==> src/hdl/core_pkg.sv <==
package core_pkg;

    typedef logic [31:0] word_t;
    typedef logic [31:0] addr_t;
    typedef logic [31:0] inst_t;
    typedef logic [4:0] reg_addr;

    // instruction bus, request held until data_ok
    typedef struct packed {
        logic  valid;
        addr_t addr;
    } ibus_req_t;

    typedef struct packed {
        logic  data_ok;
        inst_t data;
    } ibus_resp_t;

    typedef struct packed {
        logic  valid;
        addr_t pc;
        inst_t inst;
    } if_id;

    typedef enum logic [2:0] {
        add,
        sub,
        and_op,
        or_op,
        xor_op,
        pass_b,
        none
    } alu_op_e;

    typedef struct packed {
        logic    valid;
        addr_t   pc;
        inst_t   inst;
        alu_op_e op;
        word_t   operand_a;
        word_t   operand_b;
        word_t   rs2_value;
        word_t   imm;
        reg_addr rd;
        logic    write_en;
        logic    is_branch;
        logic    is_jal;
    } id_ex;

    typedef struct packed {
        logic    reg_write_enable;
        reg_addr reg_dest_addr;
        word_t   reg_write_data;
    } reg_writer;

    typedef struct packed {
        logic  valid;
        addr_t target;
    } jump_writer;

    typedef enum logic [1:0] {
        idle,
        wait_resp,
        drop
    } fetch_state_e;

endpackage
==> src/hdl/riscv.sv <==
`timescale 1ns/1ps

module riscv #(
    parameter core_pkg::addr_t RESET_PC = 32'h0
) (
    input  logic                   clk,
    input  logic                   rst,
    output core_pkg::ibus_req_t    ireq,
    input  core_pkg::ibus_resp_t   iresp,
    output core_pkg::addr_t        pc,
    output core_pkg::word_t [31:0] regs,
    output logic                   valid,
    output core_pkg::inst_t        inst,
    output core_pkg::addr_t        inst_pc,
    output logic                   reg_write_enable,
    output core_pkg::reg_addr      reg_dest_addr,
    output core_pkg::word_t        reg_write_data
);

    core_pkg::if_id if_id_state, if_id_state_new;
    core_pkg::id_ex id_ex_state;
    core_pkg::reg_writer writer;
    core_pkg::jump_writer jump;
    logic fetch_ok;

    fetch #(
        .RESET_PC(RESET_PC)
    ) u_fetch (
        .clk(clk),
        .rst(rst),
        .ireq(ireq),
        .iresp(iresp),
        .jump(jump),
        .pc(pc),
        .if_id_state(if_id_state_new),
        .ok(fetch_ok)
    );

    // stage register, a bubble when fetch has nothing
    always_ff @(posedge clk or posedge rst) begin
        if (rst) begin
            if_id_state <= '0;
        end else begin
            if_id_state <= if_id_state_new;
            if_id_state.valid <= fetch_ok;
        end
    end

    decoder u_decoder (
        .if_id_state(if_id_state),
        .regs_value(regs),
        .id_ex_state(id_ex_state)
    );

    regs u_regs (
        .clk(clk),
        .rst(rst),
        .reg_write_enable(writer.reg_write_enable),
        .reg_dest_addr(writer.reg_dest_addr),
        .reg_write_data(writer.reg_write_data),
        .regs_value(regs)
    );

    execute u_execute (
        .id_ex_state(id_ex_state),
        .writer(writer),
        .jump(jump)
    );

    // commit view of the instruction in the second stage
    assign valid = id_ex_state.valid;
    assign inst = id_ex_state.inst;
    assign inst_pc = id_ex_state.pc;
    assign reg_write_enable = writer.reg_write_enable;
    assign reg_dest_addr = writer.reg_dest_addr;
    assign reg_write_data = writer.reg_write_data;

    // a commit follows its data_ok by one cycle
    commit_after_resp: assert property (@(posedge clk) disable iff (rst)
        valid |-> $past(iresp.data_ok));

endmodule

==> src/hdl/execute.sv <==
`timescale 1ns/1ps

module execute (
    input  core_pkg::id_ex       id_ex_state,
    output core_pkg::reg_writer  writer,
    output core_pkg::jump_writer jump
);

    core_pkg::word_t alu_result;
    core_pkg::word_t link_addr;
    logic branch_taken;

    always_comb begin
        case (id_ex_state.op)
            core_pkg::add: alu_result = id_ex_state.operand_a + id_ex_state.operand_b;
            core_pkg::sub: alu_result = id_ex_state.operand_a - id_ex_state.operand_b;
            core_pkg::and_op: alu_result = id_ex_state.operand_a & id_ex_state.operand_b;
            core_pkg::or_op: alu_result = id_ex_state.operand_a | id_ex_state.operand_b;
            core_pkg::xor_op: alu_result = id_ex_state.operand_a ^ id_ex_state.operand_b;
            core_pkg::pass_b: alu_result = id_ex_state.operand_b;
            default: alu_result = '0;
        endcase
    end

    assign link_addr = id_ex_state.pc + 32'd4;

    // beq compares rs1 against rs2
    assign branch_taken = id_ex_state.is_branch
                          && (id_ex_state.operand_a == id_ex_state.rs2_value);

    always_comb begin
        writer.reg_write_enable = id_ex_state.valid && id_ex_state.write_en
                                  && (id_ex_state.rd != 5'd0);
        writer.reg_dest_addr = id_ex_state.rd;
        writer.reg_write_data = id_ex_state.is_jal ? link_addr : alu_result;
    end

    always_comb begin
        jump.valid = id_ex_state.valid && (id_ex_state.is_jal || branch_taken);
        jump.target = id_ex_state.pc + id_ex_state.imm;
    end

endmodule

==> src/hdl/decoder.sv <==
`timescale 1ns/1ps

module decoder (
    input  core_pkg::if_id         if_id_state,
    input  core_pkg::word_t [31:0] regs_value,
    output core_pkg::id_ex         id_ex_state
);

    localparam logic [6:0] OP_REG = 7'b0110011;
    localparam logic [6:0] OP_IMM = 7'b0010011;
    localparam logic [6:0] OP_LUI = 7'b0110111;
    localparam logic [6:0] OP_BRANCH = 7'b1100011;
    localparam logic [6:0] OP_JAL = 7'b1101111;

    core_pkg::inst_t inst;
    logic [6:0] opcode;
    logic [6:0] funct7;
    logic [2:0] funct3;
    core_pkg::reg_addr rs1, rs2;
    core_pkg::word_t imm_i, imm_u, imm_b, imm_j;

    assign inst = if_id_state.inst;
    assign opcode = inst[6:0];
    assign funct3 = inst[14:12];
    assign funct7 = inst[31:25];
    assign rs1 = inst[19:15];
    assign rs2 = inst[24:20];

    assign imm_i = {{20{inst[31]}}, inst[31:20]};
    assign imm_u = {inst[31:12], 12'b0};
    assign imm_b = {{19{inst[31]}}, inst[31], inst[7], inst[30:25], inst[11:8], 1'b0};
    assign imm_j = {{11{inst[31]}}, inst[31], inst[19:12], inst[20], inst[30:21], 1'b0};

    always_comb begin
        id_ex_state.valid = if_id_state.valid;
        id_ex_state.pc = if_id_state.pc;
        id_ex_state.inst = inst;
        id_ex_state.op = core_pkg::none;
        id_ex_state.operand_a = regs_value[rs1];
        id_ex_state.rs2_value = regs_value[rs2];
        id_ex_state.operand_b = regs_value[rs2];
        id_ex_state.imm = '0;
        id_ex_state.rd = inst[11:7];
        id_ex_state.write_en = 1'b0;
        id_ex_state.is_branch = 1'b0;
        id_ex_state.is_jal = 1'b0;
        case (opcode)
            OP_REG: begin
                if (funct7 == 7'b0000000) begin
                    case (funct3)
                        3'b000: id_ex_state.op = core_pkg::add;
                        3'b111: id_ex_state.op = core_pkg::and_op;
                        3'b110: id_ex_state.op = core_pkg::or_op;
                        3'b100: id_ex_state.op = core_pkg::xor_op;
                        default: id_ex_state.op = core_pkg::none;
                    endcase
                end else if (funct7 == 7'b0100000 && funct3 == 3'b000) begin
                    id_ex_state.op = core_pkg::sub;
                end
                id_ex_state.write_en = (id_ex_state.op != core_pkg::none);
            end
            OP_IMM: begin
                // only addi
                if (funct3 == 3'b000) begin
                    id_ex_state.op = core_pkg::add;
                    id_ex_state.operand_b = imm_i;
                    id_ex_state.imm = imm_i;
                    id_ex_state.write_en = 1'b1;
                end
            end
            OP_LUI: begin
                id_ex_state.op = core_pkg::pass_b;
                id_ex_state.operand_b = imm_u;
                id_ex_state.imm = imm_u;
                id_ex_state.write_en = 1'b1;
            end
            OP_BRANCH: begin
                if (funct3 == 3'b000) begin
                    id_ex_state.is_branch = 1'b1;
                    id_ex_state.imm = imm_b;
                end
            end
            OP_JAL: begin
                id_ex_state.is_jal = 1'b1;
                id_ex_state.imm = imm_j;
                id_ex_state.write_en = 1'b1;
            end
            default: begin
                id_ex_state.op = core_pkg::none;
            end
        endcase
    end

endmodule

==> src/hdl/regs.sv <==
`timescale 1ns/1ps

module regs (
    input  logic                   clk,
    input  logic                   rst,
    input  logic                   reg_write_enable,
    input  core_pkg::reg_addr      reg_dest_addr,
    input  core_pkg::word_t        reg_write_data,
    output core_pkg::word_t [31:0] regs_value
);

    core_pkg::word_t [31:0] mem;

    always_ff @(posedge clk or posedge rst) begin
        if (rst) begin
            mem <= '0;
        end else if (reg_write_enable && reg_dest_addr != 5'd0) begin
            // x0 is never written
            mem[reg_dest_addr] <= reg_write_data;
        end
    end

    assign regs_value = mem;

    x0_zero: assert property (@(posedge clk) regs_value[0] == 32'h0);

endmodule

==> src/hdl/fetch.sv <==
`timescale 1ns/1ps

module fetch #(
    parameter core_pkg::addr_t RESET_PC = 32'h0
) (
    input  logic                 clk,
    input  logic                 rst,
    output core_pkg::ibus_req_t  ireq,
    input  core_pkg::ibus_resp_t iresp,
    input  core_pkg::jump_writer jump,
    output core_pkg::addr_t      pc,
    output core_pkg::if_id       if_id_state,
    output logic                 ok
);

    core_pkg::fetch_state_e state, state_next;
    core_pkg::addr_t pc_q, pc_next;
    core_pkg::addr_t target_q, target_next;

    assign ireq.valid = (state == core_pkg::wait_resp) || (state == core_pkg::drop);
    assign ireq.addr = pc_q;
    assign pc = pc_q;

    // word is kept only when no redirect is under way
    assign ok = (state == core_pkg::wait_resp) && iresp.data_ok && !jump.valid;

    assign if_id_state.valid = ok;
    assign if_id_state.pc = pc_q;
    assign if_id_state.inst = iresp.data;

    always_comb begin
        state_next = state;
        pc_next = pc_q;
        target_next = target_q;
        case (state)
            core_pkg::idle: begin
                state_next = core_pkg::wait_resp;
            end
            core_pkg::wait_resp: begin
                if (iresp.data_ok) begin
                    pc_next = jump.valid ? jump.target : pc_q + 32'd4;
                end else if (jump.valid) begin
                    // request still in flight, its word gets thrown away
                    state_next = core_pkg::drop;
                    target_next = jump.target;
                end
            end
            core_pkg::drop: begin
                if (iresp.data_ok) begin
                    state_next = core_pkg::wait_resp;
                    pc_next = target_q;
                end
            end
            default: begin
                state_next = core_pkg::idle;
            end
        endcase
    end

    always_ff @(posedge clk or posedge rst) begin
        if (rst) begin
            state <= core_pkg::idle;
            pc_q <= RESET_PC;
            target_q <= '0;
        end else begin
            state <= state_next;
            pc_q <= pc_next;
            target_q <= target_next;
        end
    end

    addr_stable: assert property (@(posedge clk) disable iff (rst)
        ireq.valid && !iresp.data_ok |=> $stable(ireq.addr));

    resp_outstanding: assert property (@(posedge clk) disable iff (rst)
        iresp.data_ok |-> (state == core_pkg::wait_resp || state == core_pkg::drop));

endmodule

==> config.mk <==
export PLATFORM = sky130hd
export DESIGN_NAME = riscv
export DESIGN_NICKNAME = d
export VERILOG_FILES = /design/src/hdl/core_pkg.sv /design/src/hdl/riscv.sv /design/src/hdl/execute.sv /design/src/hdl/decoder.sv /design/src/hdl/regs.sv /design/src/hdl/fetch.sv
export SDC_FILE = /design/constraint.sdc
export NUM_CORES = 2
export LEC_CHECK = 0
export BUFFER_PORTS_ARGS = -buffer_cell sky130_fd_sc_hd__clkbuf_2
export CAP_MARGIN = 20
export CORE_AREA = 2 2 473 475
export CTS_CLUSTER_SIZE = 16
export DETAILED_ROUTE_END_ITERATION = 8
export DIE_AREA = 0 0 475 477
export SLEW_MARGIN = 20
export SYNTH_ARGS = -nofsm -noshare
export SYNTH_HDL_FRONTEND = slang
export SYNTH_SLANG_ARGS = --single-unit
==> constraint.sdc <==
create_clock -name clk -period 39.7 [get_ports clk]
set_clock_uncertainty 0.15 [all_clocks]
set_input_delay 3.97 -clock clk [delete_from_list [all_inputs] [get_ports clk]]
set_output_delay 3.97 -clock clk [all_outputs]
set_load 0.02 [all_outputs]
# ---- Word level (Yosys, flattened, before mapping)
# Index checks and enable logic that the tools add are counted.
dict set report word_totals {
  ff_bits 1155
  inputBits 35
  output_inout_bits 1192
  elab_cells 127
}
dict set report classes {
  n_addsub 5
  magnitude_cmp 4
  n_eq_ne 22
  n_mux 32
  bitwise_logic 4
  reduce_logical 22
}
# operator count
set op_table {}
lappend op_table {{1024-bit bitwise mux} 1}
lappend op_table {{32-bit binary-select mux with 5-bit select} 2}
lappend op_table {{32-bit 2-to-1 mux} 10}
lappend op_table {{32-bit one-hot mux with 6 select lines} 1}
lappend op_table {{32-bit demux with 5-bit select} 1}
lappend op_table {{32-bit one-hot mux with 2 select lines} 2}
lappend op_table {{32-bit one-hot mux with 4 select lines} 1}
lappend op_table {{32-bit by 3-bit adder with 32-bit output (second input constant)} 2}
lappend op_table {{32-bit adder} 2}
lappend op_table {{32-bit AND} 1}
lappend op_table {{32-bit equality test} 1}
lappend op_table {{32-bit bitwise OR} 1}
lappend op_table {{32-bit subtractor} 1}
lappend op_table {{32-bit XOR} 1}
lappend op_table {{7-bit by 6-bit equality test with 1-bit output (second input constant)} 3}
lappend op_table {{5-bit by 6-bit < comparator with 1-bit output (second input constant)} 3}
lappend op_table {{3-bit equality test (second input constant)} 5}
lappend op_table {{7-bit equality test (second input constant)} 2}
lappend op_table {{3-bit 2-to-1 mux} 4}
lappend op_table {{3-bit one-hot mux with 4 select lines} 1}
lappend op_table {{1-bit logical AND} 9}
lappend op_table {{3-bit one-hot mux with 3 select lines} 1}
lappend op_table {{3-bit AND reduction} 3}
lappend op_table {{7-bit by 5-bit equality test with 1-bit output (second input constant)} 1}
lappend op_table {{other kinds (21)} 30}

# ---- Depth between registers and ports, before layout
dict set report logic_depth {
  ltp_word 10
  depth_mapped 31
  ltp_nobuf 25
}

# ---- Cells and area by module
# From an unflattened synthesis, not the netlist that was laid out.
dict set report hier_totals {
  cells_unflattened 5518
  area_unflattened_um2 69078.8
}
# mod instances cells_per_inst area_per_inst_um2 seq_area_each_um2
set by_module_without_submodules {}
lappend by_module_without_submodules {regs 1 2288 38284.2 25624.6}
lappend by_module_without_submodules {decoder 1 1700 17903.4 0.0}
lappend by_module_without_submodules {execute 1 1002 6971.7 0.0}
lappend by_module_without_submodules {fetch 1 462 4289.1 1651.6}
lappend by_module_without_submodules {riscv 1 66 1630.3 1626.6}

# ---- Least setup slack after synthesis
# Ideal clock, no wire load.
dict set report synth_path {
  kind {flip-flop to output port}
  startpoint {reg, netlist name if_id_state[20]}
  endpoint {out reg_write_data[27]}
  arrival_time_ns 6.573
  required_ns 35.580
  path_slack_ns 29.007
  stages_incl_launch_ff 32
  path_buffers 6
  path_cell_list {dfrtp_1 -> buf_6 -> buf_12 -> buf_6 -> buf_4 -> buf_4 -> mux2i_1 -> a22oi_1 -> a21oi_1 -> nor4_1 -> a21oi_1 -> ha_1 -> inv_1 -> or4_4 -> or3_1 -> nand2b_4 -> o21ai_0 -> xnor2_1 -> ha_1 -> a211oi_1 -> nand2_1 -> nor4_1 -> a21o_1 -> o21ai_1 -> a21oi_1 -> o41a_1 -> nand2b_1 -> xnor2_1 -> nor2_1 -> a2111oi_0 -> clkbuf_1 -> inv_1}
}
dict set report synth_via {
  elab_chain_len 7
  word_cells_on_any_way 11
  classes_between {2 x add/sub; 6 x mux; 3 x bitwise}
}
# item line
set synth_lines {}
lappend synth_lines {{32-bit binary-select mux with 5-bit select} decoder.sv:41} ;# id_ex_state.operand_b = regs_value[rs2];
lappend synth_lines {{32-bit 2-to-1 mux (implied by the code)} decoder.sv:41}
lappend synth_lines {{32-bit 2-to-1 mux} decoder.sv:64} ;# if (funct3 == 3'b000) begin
lappend synth_lines {{32-bit one-hot mux with 2 select lines *} decoder.sv:47} ;# case (opcode)
lappend synth_lines {{32-bit subtractor (tied with other cells)} execute.sv:16} ;# core_pkg::sub: alu_result = id_ex_state.operand_a - id_ex_state.operand_b;
lappend synth_lines {{32-bit one-hot mux with 6 select lines *} execute.sv:14} ;# case (id_ex_state.op)
lappend synth_lines {{32-bit 2-to-1 mux *} execute.sv:35} ;# writer.reg_write_data = id_ex_state.is_jal ? link_addr : alu_result;
lappend synth_lines {{end, declared} riscv.sv:17} ;# output core_pkg::word_t reg_write_data
# Mark *: on every way between the ends. The rest lies on a longest branch, timed or not. The select of a mux whose other input is x is not followed.

# ---- Worst setup path after layout
dict set report layout_path {
  startpoint {reg, netlist name if_id_state[20]}
  endpoint {out reg_write_data[27]}
}
dict set report layout_via {
  elab_chain_len 7
  word_cells_on_any_way 11
  classes_between {2 x add/sub; 6 x mux; 3 x bitwise}
}
# item line
set layout_lines {}
lappend layout_lines {{32-bit binary-select mux with 5-bit select} decoder.sv:41}
lappend layout_lines {{32-bit 2-to-1 mux (implied by the code)} decoder.sv:41}
lappend layout_lines {{32-bit 2-to-1 mux} decoder.sv:64}
lappend layout_lines {{32-bit one-hot mux with 2 select lines *} decoder.sv:47}
lappend layout_lines {{32-bit subtractor (tied with other cells)} execute.sv:16}
lappend layout_lines {{32-bit one-hot mux with 6 select lines *} execute.sv:14}
lappend layout_lines {{32-bit 2-to-1 mux *} execute.sv:35}
# Marks and branches as above.

==> flow_summary.toml <==
[cells_and_area]
seqCellArea_sq_um = 28900
finish.net_count = 7583
fill_cells = 22500
multi_input_area_sq_um = 33900
final_area_sq_um = 79400
layout-drive-gt1-share_pct = 28.5
area_growth_pct = 21.2

[logic_synthesis]
yosysTopAreaCellShare_pct = 44.1
synth.area.top_cells = "dfrtp_1, mux4_2, o21ai_0, nand2_1, mux2i_1"
async_reset_ff_share_pct = 100
yosys_warnings = 0
yosysSeqAreaShare_pct = 44.1
synth_cell_types = 84
synth_common_cells = "dfrtp_1, nand2_1, o21ai_0"
yosysMostFrequentCell = "dfrtp_1"
synth_top_area_cell = "dfrtp_1"
synthesis.nets = 6676
synth_edf_count = 0
synth.avg_cell_area_sq_um = 10.1
ys.flop_type = "dfrtp_1"
ys_ff_latch = 1155
syn_area_sq_um = 65500
syn_inst = 6506

[clocking]
cts_buffers = 141
cts_hold_buf = 0
ctsResizeCount = 0
postCtsSetupBuffers = 0
cts_tree = "yes"
clock_path_buffers = 3
cts_max_level = 4
clk_pin_slew_ps = 70
root_buffer = "clkbuf_16"
clock_insertion_delay_worst_skew_ps = 880
cts_num_sinks = 1155

[sta]
drv_slew = 0
fin_tns_setup_ps = 0
final.min_clock_period_ps = 16230
tightestPinTransition_ps = 1310
slew-limit-headroom_pct = 10.1
rsz0062_at_grt = "no"
final_hold_viol_count = 0
max_freq_ghz = 0.0616
min_period_over_period_pct = 40.9
setup_viol = 0

[hold_path]
worstHoldPathType = "reg -> reg"
holdPathEnd = "u_regs.regs_value[14]$_DFFE_PP0P_"
hp-start = "u_regs.regs_value[14]$_DFFE_PP0P_"
holdPathStages = 0

[status]
run_status = "completed"

[drt]
met3_length_mm = 46.6
drc = 0
drtPass1Iterations = 7
routed_via_density = 5.85
routed-wl-met2_mm = 174
via_count = 61500
ant_nets = 0
highest_layer = "met5"
routed_wl_mm = 397
wire_per_inst_um = 37.8
drt_iter0_drc = 8053
m1WireLength_mm = 144

[setup_path]
cp_max_fo = 52
reg2reg_depth = 31
worstSetupStartpointType = "flop"
arrival_ps = 12110
critPathKind = "reg -> out"
max_stage_delay_ps = 820
crit_path_top_delay_cell = "dfrtp_4"
cp-end-kind = "output pin"
rr_endpoint = "u_regs.regs_value[443]$_DFFE_PP0P_"
rrSetupSlack_ps = 28180
reg2reg_from = "if_id_state[20]$_DFF_PP0_"
cp_common_cell = "buf_4"
required_ps = 35580

[pwr]
ir_drop_mv = 0.0424
cellPowerDensity_nw_per_um2 = 39.1
power_leakage_uw = 0.0376

[die]
die_h_um = 477
initial_core_util_pct = 29.6
dieWidth_um = 475
core-area_sq_um = 221000
fp-row-count = 173
dieArea_sq_um = 227000
ios = 1227

[job]
max_cap_violations = 0

[global_route]
grt_pass1_wl_mm = 530
grt-ovfl-total = 0
grt_util_all_layers_pct = 34.2
grt_pass1_vias = 57900
antenna_found_initial = 35
grt_max_degree = 115

[placement]
gp_congestion = 0.985
portBuffers = 1226
post-dp-hpwl_mm = 300
place_area_sq_um = 74400
==> report_power, final <==
group / leakage, uW / internal, uW / switching (uW)
logic: 0.0192 / 136 / 297
clock network: 0.00239 / 794 / 593
registers: 0.0160 / 1200 / 82.1
==> cells in the final DEF (no fill, tap or decap), types with 23 or more instances in the layout <==
cell type	count
clkbuf_1	29
and3_1	46
xor2_1	61
a221oi_1	27
clkbuf_8	29
o211ai_1	28
nand2_1	1104
nand4_1	49
mux2i_1	399
buf_4	153
clkbuf_16	143
nor2_1	209
mux2_4	23
ha_1	132
a22oi_1	256
clkbuf_2	1226
xnor2_1	106
nand3_1	91
a21oi_1	243
mux4_2	335
o21ai_0	1016
o21ai_1	41
nand2_4	23
a21o_1	44
inv_1	120
dfrtp_1	1148
clkinv_2	23
o21a_1	24
==> cell families (layout without fill, tap and decap cells) <==
kind of cell | Yosys count | after routing | share of synthesized area (%)
DFF | 1155 | 1155 | 44.1
and+or+nand+nor | 1696 | 1696 | 11.1
buffers and inverters | 754 | 1776 | 5.33
adders and majority gates | 135 | 135 | 2.60
AOI/OAI and AO/OA | 1826 | 1826 | 16.2
other | 0 | 17 | 0
xor gates and xnor gates | 167 | 167 | 2.23
muxes | 773 | 773 | 18.4
==> worst max path at each step <==
stage	start	slack, ps	to	depth (start not counted)
2_1_floorplan	rst	3050	if_id_state[0]$_DFF_PP0_	1
5_1_grt	if_id_state[20]$_DFF_PP0_	22910	reg_write_data[27]	32
6_report	if_id_state[20]$_DFF_PP0_	23470	reg_write_data[27]	32
3_3_place_gp	if_id_state[20]$_DFF_PP0_	24550	reg_write_data[27]	32
4_1_cts	if_id_state[20]$_DFF_PP0_	23490	reg_write_data[27]	32
3_5_place_dp	if_id_state[20]$_DFF_PP0_	24450	reg_write_data[27]	32
==> cell type report <==
| class | count | share of cell area [%] |
|---|---|---|
| inverters | 132 | 0.635 |
| repair buffers | 1386 | 9.33 |
| flip-flops and latches | 1155 | 36.4 |
| clock buffers | 201 | 5.15 |
| clock inverters | 57 | 1.04 |
| multi-input cells | 4597 | 42.7 |
| diodes | 17 | 0.0536 |
| well taps | 2975 | 4.69 |
==> through the flow <==
| step | total power (uW) | hold slack (ps) | util (%) | instances | worst slack (ps) |
|---|---|---|---|---|---|
| 3_5_place_dp | 1740 | 260 | 33.6 | 10200 | 24450 |
| 3_3_place_gp | 1730 | 263 | 33.6 | 10200 | 24550 |
| 5_1_grt | 3190 | 289 | 35.8 | 10500 | 22910 |
| 4_1_cts | 3110 | 274 | 35.8 | 10500 | 23490 |
| 6_report | 3110 | 282 | 35.8 | 10500 | 23470 |
| 2_1_floorplan | 1550 | 297 | - | 6506 | 3050 |
==> critical path, delay by kind of cell, from the launching register on <==
kind | cells | cell delay [ps]
simple gates | 8 | 1850
flops | 1 | 820
fa+ha+maj | 2 | 640
mux | 1 | 280
buf+inv | 9 | 4370
xor+xnor | 2 | 250
compound gates | 10 | 2710
==> flip-flops by register name, indices dropped and copies added, names as in the netlist <==
name,flops
u_fetch.target_q,32
u_fetch.state,2
if_id_state,65
u_regs.regs_value,1024
u_fetch.pc,32
==> routing by layer <==
layer  vias up  GRT usage [%]
met5         -              0
li1      25300              -
met2      3999           51.6
met3       946           12.8
met1     31300           40.1
met4        12           23.4
No activity file was read; power rests on OpenSTA's default activity.
